$ cat config.mk
export PLATFORM = sky130hd
export DESIGN_NAME = axi_lite_regs_top
export DESIGN_NICKNAME = d
export VERILOG_FILES = /design/src/axi_lite_regs_pkg.sv /design/src/reg_wr_if.sv /design/src/axi_lite_regs_top.sv /design/src/reg_file.sv /design/src/axi_read_channel.sv /design/src/axi_write_channel.sv
export VERILOG_INCLUDE_DIRS = /design/src
export SDC_FILE = /design/constraint.sdc
export NUM_CORES = 1
export LEC_CHECK = 0
export ABC_AREA = 0
export BUFFER_PORTS_ARGS = -buffer_cell sky130_fd_sc_hd__buf_4
export CELL_PAD_IN_SITES_DETAIL_PLACEMENT = 1
export CELL_PAD_IN_SITES_GLOBAL_PLACEMENT = 1
export CORE_MARGIN = 5
export CORE_UTILIZATION = 44
export CTS_CLUSTER_SIZE = 20
export DETAILED_ROUTE_END_ITERATION = 8
export PLACE_DENSITY = 0.76
export SLEW_MARGIN = 25
export SYNTH_ARGS = -nofsm -noshare
export SYNTH_HDL_FRONTEND = slang
export SYNTH_SLANG_ARGS = --single-unit
$ cat constraint.sdc
create_clock -name slv -period 4 [get_ports slv]
set_clock_uncertainty 0.2 [all_clocks]
set_input_delay 0.8 -clock slv [delete_from_list [all_inputs] [get_ports slv]]
set_output_delay 0.8 -clock slv [all_outputs]
set_load 0.02 [all_outputs]
$ cat src/axi_lite_regs_consts.svh
// Register block constants
`ifndef AXI_LITE_REGS_CONSTS_SVH
`define AXI_LITE_REGS_CONSTS_SVH

//////////////////////////////////////////////////////////////////////
// Register map
//////////////////////////////////////////////////////////////////////

// Register indices, address bits 4 to 2
`define REG_CTRL      3'd0
`define REG_STATUS    3'd1
`define REG_DATA_TX   3'd2
`define REG_DATA_RX   3'd3
`define REG_IRQ_EN    3'd4
`define REG_IRQ_STAT  3'd5
`define REG_SCRATCH   3'd6
`define REG_VERSION   3'd7

// First byte address past the register window
`define ADDR_MAX      32'd32

//////////////////////////////////////////////////////////////////////
// Bus responses and fixed words
//////////////////////////////////////////////////////////////////////

`define RESP_OKAY     2'b00
`define RESP_SLVERR   2'b10

// Returned on a read outside the window
`define RD_POISON     32'hDEAD_BEEF

// Contents of VERSION
`define IP_VERSION    32'h0001_0000

`endif
$ cat src/axi_lite_regs_pkg.sv
// Register block types
package axi_lite_regs_pkg;

  // Byte address on AW and AR
  typedef logic [31:0] addr_t;

  // Register contents and bus data word
  typedef logic [31:0] data_t;

  // One enable per byte lane of data_t
  typedef logic [3:0] strb_t;

  // Register select, address bits 4 to 2
  typedef logic [2:0] reg_idx_t;

  // B and R response code
  typedef logic [1:0] resp_t;

endpackage

$ cat src/reg_wr_if.sv
// Register write port
`timescale 1ns/1ps

interface reg_wr_if
  import axi_lite_regs_pkg::*;
();

  // Single-cycle write strobe, in-range writes only
  logic     en;
  // Target register
  reg_idx_t idx;
  // Write word and byte enables
  data_t    data;
  strb_t    strb;

  // Write channel side
  modport source (
    output en, idx, data, strb
  );

  // Register file side
  modport sink (
    input en, idx, data, strb
  );

endinterface

$ cat src/axi_lite_regs_top.sv
// AXI4-Lite register block top
`timescale 1ns/1ps

module axi_lite_regs_top
  import axi_lite_regs_pkg::*;
(
  input  logic  slv,
  input  logic  rst_n,
  // Write address
  input  addr_t awaddr,
  input  logic  awvalid,
  output logic  awready,
  // Write data
  input  data_t wdata,
  input  strb_t wstrb,
  input  logic  wvalid,
  output logic  wready,
  // Write response
  output resp_t bresp,
  output logic  bvalid,
  input  logic  bready,
  // Read address
  input  addr_t araddr,
  input  logic  arvalid,
  output logic  arready,
  // Read data
  output data_t rdata,
  output resp_t rresp,
  output logic  rvalid,
  input  logic  rready,
  // Interrupt events in, request out
  input  data_t irq_set,
  output logic  irq
);

  // Write port from the write channel
  reg_wr_if wr_bus ();

  // Combinational read port
  reg_idx_t rd_idx;
  data_t    rd_data;

  axi_write_channel u_wr_ch (
    .slv     (slv),
    .rst_n   (rst_n),
    .awaddr  (awaddr),
    .awvalid (awvalid),
    .awready (awready),
    .wdata   (wdata),
    .wstrb   (wstrb),
    .wvalid  (wvalid),
    .wready  (wready),
    .bresp   (bresp),
    .bvalid  (bvalid),
    .bready  (bready),
    .wr      (wr_bus)
  );

  axi_read_channel u_rd_ch (
    .slv     (slv),
    .rst_n   (rst_n),
    .araddr  (araddr),
    .arvalid (arvalid),
    .arready (arready),
    .rdata   (rdata),
    .rresp   (rresp),
    .rvalid  (rvalid),
    .rready  (rready),
    .rd_idx  (rd_idx),
    .rd_data (rd_data)
  );

  reg_file u_regs (
    .slv     (slv),
    .rst_n   (rst_n),
    .wr      (wr_bus),
    .rd_idx  (rd_idx),
    .rd_data (rd_data),
    .irq_set (irq_set),
    .irq     (irq)
  );

endmodule

$ cat src/reg_file.sv
// Peripheral register file
`timescale 1ns/1ps
`include "axi_lite_regs_consts.svh"

module reg_file
  import axi_lite_regs_pkg::*;
(
  input  logic     slv,
  input  logic     rst_n,
  reg_wr_if.sink   wr,
  input  reg_idx_t rd_idx,
  output data_t    rd_data,
  input  data_t    irq_set,
  output logic     irq
);

  // Software-written registers
  data_t ctrl_q;
  data_t data_tx_q;
  data_t irq_en_q;
  data_t scratch_q;
  // Hardware-driven registers, STATUS holds only its enable bit
  logic  status_q;
  data_t data_rx_q;
  data_t irq_stat_q;

  // Strobes widened to bit lanes
  data_t wr_mask;
  // New value for byte-strobed registers
  data_t wr_merge;

  // Expand one enable per byte to a bit mask
  function automatic data_t lane_mask(strb_t strb);
    data_t mask;
    for (int b = 0; b < 4; b++) begin
      mask[b*8 +: 8] = {8{strb[b]}};
    end
    return mask;
  endfunction

  assign wr_mask  = lane_mask(wr.strb);
  assign wr_merge = wr.data & wr_mask;

  //////////////////////////////////////////////////////////////////////
  // Register updates
  //////////////////////////////////////////////////////////////////////

  always_ff @(posedge slv) begin
    if (!rst_n) begin
      ctrl_q     <= '0;
      data_tx_q  <= '0;
      irq_en_q   <= '0;
      scratch_q  <= '0;
      status_q   <= 1'b0;
      data_rx_q  <= '0;
      irq_stat_q <= '0;
    end else begin
      // Byte-strobed read/write registers
      if (wr.en && wr.idx == `REG_CTRL) begin
        ctrl_q <= (ctrl_q & ~wr_mask) | wr_merge;
      end
      if (wr.en && wr.idx == `REG_DATA_TX) begin
        data_tx_q <= (data_tx_q & ~wr_mask) | wr_merge;
      end
      if (wr.en && wr.idx == `REG_IRQ_EN) begin
        irq_en_q <= (irq_en_q & ~wr_mask) | wr_merge;
      end
      if (wr.en && wr.idx == `REG_SCRATCH) begin
        scratch_q <= (scratch_q & ~wr_mask) | wr_merge;
      end
      // W1C on strobed lanes, new events take priority
      if (wr.en && wr.idx == `REG_IRQ_STAT) begin
        irq_stat_q <= (irq_stat_q & ~wr_merge) | irq_set;
      end else begin
        irq_stat_q <= irq_stat_q | irq_set;
      end
      // Enable mirror and TX to RX loopback, one cycle behind
      status_q  <= ctrl_q[0];
      data_rx_q <= data_tx_q;
    end
  end

  //////////////////////////////////////////////////////////////////////
  // Read mux and interrupt
  //////////////////////////////////////////////////////////////////////

  always_comb begin
    case (rd_idx)
      `REG_CTRL:     rd_data = ctrl_q;
      `REG_STATUS:   rd_data = {31'd0, status_q};
      `REG_DATA_TX:  rd_data = data_tx_q;
      `REG_DATA_RX:  rd_data = data_rx_q;
      `REG_IRQ_EN:   rd_data = irq_en_q;
      `REG_IRQ_STAT: rd_data = irq_stat_q;
      `REG_SCRATCH:  rd_data = scratch_q;
      default:       rd_data = `IP_VERSION;
    endcase
  end

  // Any pending status bit that is enabled
  assign irq = |(irq_stat_q & irq_en_q);

endmodule

$ cat src/axi_read_channel.sv
// AXI4-Lite read channel
`timescale 1ns/1ps
`include "axi_lite_regs_consts.svh"

module axi_read_channel
  import axi_lite_regs_pkg::*;
(
  input  logic     slv,
  input  logic     rst_n,
  input  addr_t    araddr,
  input  logic     arvalid,
  output logic     arready,
  output data_t    rdata,
  output resp_t    rresp,
  output logic     rvalid,
  input  logic     rready,
  output reg_idx_t rd_idx,
  input  data_t    rd_data
);

  // One read outstanding at a time
  typedef enum logic {
    RD_IDLE,
    RD_RESP
  } rd_state_e;

  rd_state_e state_q;

  logic ar_fire;
  logic r_fire;
  logic ar_ok;

  assign ar_fire = arvalid & arready;
  assign r_fire  = rvalid & rready;

  assign arready = (state_q == RD_IDLE);
  assign rvalid  = (state_q == RD_RESP);

  // Register select straight from the bus
  assign rd_idx = araddr[4:2];
  assign ar_ok  = (araddr < `ADDR_MAX);

  //////////////////////////////////////////////////////////////////////
  // State and response code
  //////////////////////////////////////////////////////////////////////

  always_ff @(posedge slv) begin
    if (!rst_n) begin
      state_q <= RD_IDLE;
      rresp   <= `RESP_OKAY;
    end else begin
      case (state_q)
        RD_IDLE: begin
          if (ar_fire) begin
            state_q <= RD_RESP;
            rresp   <= ar_ok ? `RESP_OKAY : `RESP_SLVERR;
          end
        end
        default: begin
          // Held until the master takes it
          if (r_fire) begin
            state_q <= RD_IDLE;
            rresp   <= `RESP_OKAY;
          end
        end
      endcase
    end
  end

  // Read word, captured from the registers before this edge
  always_ff @(posedge slv) begin
    if (ar_fire) begin
      rdata <= ar_ok ? rd_data : `RD_POISON;
    end else if (r_fire) begin
      rdata <= '0;
    end
  end

endmodule

$ cat src/axi_write_channel.sv
// AXI4-Lite write channel
`timescale 1ns/1ps
`include "axi_lite_regs_consts.svh"

module axi_write_channel
  import axi_lite_regs_pkg::*;
(
  input  logic     slv,
  input  logic     rst_n,
  input  addr_t    awaddr,
  input  logic     awvalid,
  output logic     awready,
  input  data_t    wdata,
  input  strb_t    wstrb,
  input  logic     wvalid,
  output logic     wready,
  output resp_t    bresp,
  output logic     bvalid,
  input  logic     bready,
  reg_wr_if.source wr
);

  // Which half of the write has arrived
  typedef enum logic [1:0] {
    WR_IDLE,
    WR_GOT_ADDR,
    WR_GOT_DATA,
    WR_RESP
  } wr_state_e;

  wr_state_e state_q;
  wr_state_e state_d;

  logic aw_fire;
  logic w_fire;
  logic b_fire;
  logic pair_done;

  // Live address decode
  reg_idx_t aw_idx;
  logic     aw_ok;

  // Earlier operand, held until its partner arrives
  reg_idx_t aw_idx_q;
  logic     aw_ok_q;
  data_t    w_data_q;
  strb_t    w_strb_q;

  logic addr_ok;

  assign aw_fire = awvalid & awready;
  assign w_fire  = wvalid & wready;
  assign b_fire  = bvalid & bready;

  // Only the missing half is accepted, nothing while B is pending
  assign awready = (state_q == WR_IDLE) || (state_q == WR_GOT_DATA);
  assign wready  = (state_q == WR_IDLE) || (state_q == WR_GOT_ADDR);
  assign bvalid  = (state_q == WR_RESP);

  assign aw_idx = awaddr[4:2];
  assign aw_ok  = (awaddr < `ADDR_MAX);

  //////////////////////////////////////////////////////////////////////
  // State machine
  //////////////////////////////////////////////////////////////////////

  always_comb begin
    state_d = state_q;
    case (state_q)
      WR_IDLE: begin
        if (aw_fire && w_fire) begin
          state_d = WR_RESP;
        end else if (aw_fire) begin
          state_d = WR_GOT_ADDR;
        end else if (w_fire) begin
          state_d = WR_GOT_DATA;
        end
      end
      WR_GOT_ADDR: begin
        if (w_fire) begin
          state_d = WR_RESP;
        end
      end
      WR_GOT_DATA: begin
        if (aw_fire) begin
          state_d = WR_RESP;
        end
      end
      default: begin
        if (b_fire) begin
          state_d = WR_IDLE;
        end
      end
    endcase
  end

  always_ff @(posedge slv) begin
    if (!rst_n) begin
      state_q <= WR_IDLE;
    end else begin
      state_q <= state_d;
    end
  end

  // Address and data both present this cycle
  assign pair_done = (state_q != WR_RESP) && (state_d == WR_RESP);

  // Operand hold registers
  always_ff @(posedge slv) begin
    if (aw_fire) begin
      aw_idx_q <= aw_idx;
      aw_ok_q  <= aw_ok;
    end
    if (w_fire) begin
      w_data_q <= wdata;
      w_strb_q <= wstrb;
    end
  end

  //////////////////////////////////////////////////////////////////////
  // Write issue and B response
  //////////////////////////////////////////////////////////////////////

  // Held address only when it came first, held data likewise
  assign addr_ok = (state_q == WR_GOT_ADDR) ? aw_ok_q : aw_ok;
  assign wr.idx  = (state_q == WR_GOT_ADDR) ? aw_idx_q : aw_idx;
  assign wr.data = (state_q == WR_GOT_DATA) ? w_data_q : wdata;
  assign wr.strb = (state_q == WR_GOT_DATA) ? w_strb_q : wstrb;
  assign wr.en   = pair_done & addr_ok;

  always_ff @(posedge slv) begin
    if (!rst_n) begin
      bresp <= `RESP_OKAY;
    end else if (pair_done) begin
      bresp <= addr_ok ? `RESP_OKAY : `RESP_SLVERR;
    end else if (b_fire) begin
      bresp <= `RESP_OKAY;
    end
  end

endmodule

==> flow_metrics.py <==
metrics = {
    "job": {
        "maxCapViolCount": 0,
    },
    "clock_network": {
        "cts.root.buffer_cell": "sky130_fd_sc_hd__clkbuf_16",
        "clkSinkCount": 270,
        "cts_tree": "built",
        "ctsResizeCount": 0,
        "clockBufferDepth": 3,
        "cts-hold-fix-buffers": 0,
        "clkSlewWorstSetupHoldPaths_ns": 0.06,
        "numCtsBuffers": 28,
        "post-cts-setup-buffer-count": 0,
        "cts-htree-levels": 1,
        "clk-insertion-delay-late_ns": 0.54,
    },
    "timing": {
        "whs_ns": 0.2402,
        "hold_violations": 0,
        "grt_setup_unrepaired": "false",
        "period_share_pct": 84.23,
        "maxClockFrequency_mhz": 296.8,
        "timing_max_transition_violations_final": 0,
        "slew_worst_pin_ns": 1.107,
        "max_slew_margin_vs_limit_pct": 25.81,
        "fin_setup_tns_ns": 0,
        "setup-violations-final": 0,
        "clock_period_minus_worst_slack_ns": 3.369,
        "setup_ws_ns": 0.6309,
    },
    "logic_synthesis": {
        "synth_top_cells_by_count": "sky130_fd_sc_hd__dfxtp_1 (198), sky130_fd_sc_hd__nand2_1 (169), sky130_fd_sc_hd__mux2i_1 (134), sky130_fd_sc_hd__a22oi_1 (103), sky130_fd_sc_hd__edfxtp_1 (72)",
        "netlist.top_cell.by_area": "sky130_fd_sc_hd__dfxtp_1",
        "ys_warn_count": 0,
        "leading_cell_type_by_number_of_instances_after_synthesis": "sky130_fd_sc_hd__dfxtp_1",
        "yosysUniqueCellTypes": 44,
        "count_of_flip_flops_with_a_built_in_enable_after_synthesis": 72,
        "yosys-top-cells-area": "sky130_fd_sc_hd__dfxtp_1 (35%), sky130_fd_sc_hd__edfxtp_1 (19%), sky130_fd_sc_hd__mux2i_1 (12%)",
        "ys_seq_area_share_pct": 54.84,
        "synth_largest_type_area_fraction_pct": 35.48,
        "netlist_instances": 1057,
        "ys_async_sr_fraction_pct": 0,
        "syn_avg_cell_area_um2": 10.57,
        "dominantRegCellSynth": "sky130_fd_sc_hd__dfxtp_1",
        "synth-seq-cells": 270,
        "syn-cell-area_mm2": 0.01117,
    },
    "route": {
        "drtIter0Drc": 516,
        "detailroute.via_count": 9055,
        "remaining_design_rule_violation_count": 0,
        "detail_route.vias_per_cell": 5.731,
        "antenna_violating_nets_left": 0,
        "totalWireLength_um": 35470,
        "route.detailed.wl_per_inst_um": 22.45,
        "drt_pass1_iterations": 5,
    },
    "global_route": {
        "grt-ovfl-total": 0,
        "grt_max_degree": 59,
        "total_routing_usage_reported_by_global_routing_pct": 24.00,
        "antenna_violations_before_repair": 1,
        "wire_length_of_the_first_global_routing_pass_um": 54430,
        "grt_pass1_vias": 9733,
    },
    "placement": {
        "place_ws_ns": 0.3044,
        "gpl.final_weighted_congestion": 0.7971,
        "dp_hpwl_um": 24630,
        "port_buffers": 174,
    },
    "die": {
        "chipWidth_um": 169.3,
        "initial_core_util_pct": 44.49,
        "fp-row-count": 58,
        "die_y_um": 169.3,
        "fp.dieArea_mm2": 0.02867,
        "io_pins": 181,
        "core-area_mm2": 0.02511,
    },
    "worst_setup_path": {
        "cp_cell_sequence": "nor2b_1 -> a32oi_1 -> buf_2 -> nor3_2 -> o21ai_2 -> mux2i_1",
        "crit_type": "reg2reg",
        "critical_path_required_time_ns": 4.20,
        "timing.critical_path.slowest_cell_delay_ns": 0.90,
        "cp_top_family": "simple AND/OR/NAND/NOR gates",
        "path_max_fanout": 10,
        "startpoint_of_the_lowest_slack_register_to_register_path": "u_wr_ch.state_q[0]$_SDFF_PN0_",
        "timing.reg2reg.setup_slack_ns": 0.63,
        "slowest_stage": "sky130_fd_sc_hd__nor3_2",
        "timing.critical_path.to_type": "flop",
        "worstSetupStartpointType": "flop",
        "worstPathBufferInverterCount": 1,
        "reg2reg_depth": 6,
        "crit_arrival_ns": 3.57,
    },
    "hold_path": {
        "min_path_type": "in2reg",
        "worstHoldPathCells": 1,
        "start_point_of_the_worst_min_delay_path": "wdata[17]",
        "timing.hold.worst_endpoint": "u_wr_ch.w_data_q[17]$_DFFE_PP_",
    },
    "status": {
        "run_status": "finished, final reports clean",
    },
    "final_layout": {
        "drive_gt1_share_pct": 24.56,
        "layout_area_growth_over_synthesis_pct": 23.51,
        "n_antenna_cell": 0,
        "nets": 1367,
        "n_fill_cell": 2736,
    },
    "power_and_ir_drop": {
        "vdd.ir_drop.worst_mv": 0.3805,
        "power_density_mw_per_mm2": 439.1,
        "finalPower_mw": 6.059,
        "total_leakage_power_nw": 6.219,
    },
}
how the worst max path moves through the flow:
| stage | from | end | cells past startpoint |
|---|---|---|---|
| floorplan | wvalid | u_wr_ch.w_data_q[0]$_DFFE_PP_ | 1 |
| global placement | awvalid | flop | 6 |
| detailed placement | awvalid | flop | 6 |
| CTS | u_wr_ch.state_q[0]$_SDFF_PN0_ | flop | 5 |
| global route | u_wr_ch.state_q[0]$_SDFF_PN0_ | flop | 6 |
| finish | u_wr_ch.state_q[0]$_SDFF_PN0_ | flop | 6 |
through the flow:
step,util (%),instance area [um2],instances
global placement,51.36,12900,1527
floorplan,-,11170,1058
detailed placement,51.36,12900,1527
finish,54.95,13800,1580
CTS,54.88,13780,1579
global route,54.95,13800,1580
routing by layer:
| layer | share of wire, % | track usage, % | vias to the layer above | wire length (um) |
|---|---|---|---|---|
| li1 | - | - | 4194 | - |
| met4 | 2.3 | 6.300 | 0 | 816 |
| met3 | 5.6 | 3.983 | 58 | 1992 |
| met2 | 50 | 42.50 | 243 | 17810 |
| met1 | 42 | 30.54 | 4560 | 14850 |
| met5 | 0 | 0 | - | 0 |
power breakdown:
group | switching, mW | internal (mW)
clock | 1.06 | 1.46
sequential | 0.0560 | 2.90
combinational | 0.343 | 0.233
total | 1.46 | 4.60
placed cells by master (no fill, tap or decap), types with 6 or more instances in the layout:
| master | instances |
|---|---|
| sky130_fd_sc_hd__a22oi_1 | 103 |
| sky130_fd_sc_hd__a31oi_1 | 10 |
| sky130_fd_sc_hd__a41oi_1 | 31 |
| sky130_fd_sc_hd__and3_1 | 23 |
| sky130_fd_sc_hd__buf_4 | 197 |
| sky130_fd_sc_hd__clkbuf_1 | 9 |
| sky130_fd_sc_hd__clkbuf_16 | 29 |
| sky130_fd_sc_hd__dfxtp_1 | 198 |
| sky130_fd_sc_hd__edfxtp_1 | 72 |
| sky130_fd_sc_hd__inv_1 | 68 |
| sky130_fd_sc_hd__mux2_2 | 33 |
| sky130_fd_sc_hd__mux2i_1 | 134 |
| sky130_fd_sc_hd__nand2_1 | 169 |
| sky130_fd_sc_hd__nand2_2 | 8 |
| sky130_fd_sc_hd__nand3_1 | 8 |
| sky130_fd_sc_hd__nor3_1 | 6 |
| sky130_fd_sc_hd__nor4_1 | 12 |
| sky130_fd_sc_hd__o21ai_0 | 60 |
| sky130_fd_sc_hd__o21ai_2 | 9 |
logic make-up after synthesis:
group                  share of synthesized area [%]
buffers and inverters                          4.335
muxes                                          15.33
and+or+nand+nor                                11.08
AOI/OAI and AO/OA                              14.38
DFF                                            54.84
other                                        0.03357
layout make-up:
class	instances	area, um2	share of cell area [%]
Sequential cell	270	6126	44.40
Multi-Input combinational cell	661	4616	33.45
Timing Repair Buffer	199	1504	10.90
Clock buffer	42	814.5	5.904
Tap cell	330	412.9	2.993
Inverter	68	255.2	1.850
Clock inverter	10	68.82	0.4988
worst register-to-register path, cell delays in order (launching register included):
cell	delay [ns]
sky130_fd_sc_hd__dfxtp_1	0.49
sky130_fd_sc_hd__nor2b_1	0.44
sky130_fd_sc_hd__a32oi_1	0.28
sky130_fd_sc_hd__buf_2	0.25
sky130_fd_sc_hd__nor3_2	0.90
sky130_fd_sc_hd__o21ai_2	0.43
sky130_fd_sc_hd__mux2i_1	0.23
Note: power is estimated with default switching activity, not from simulation.
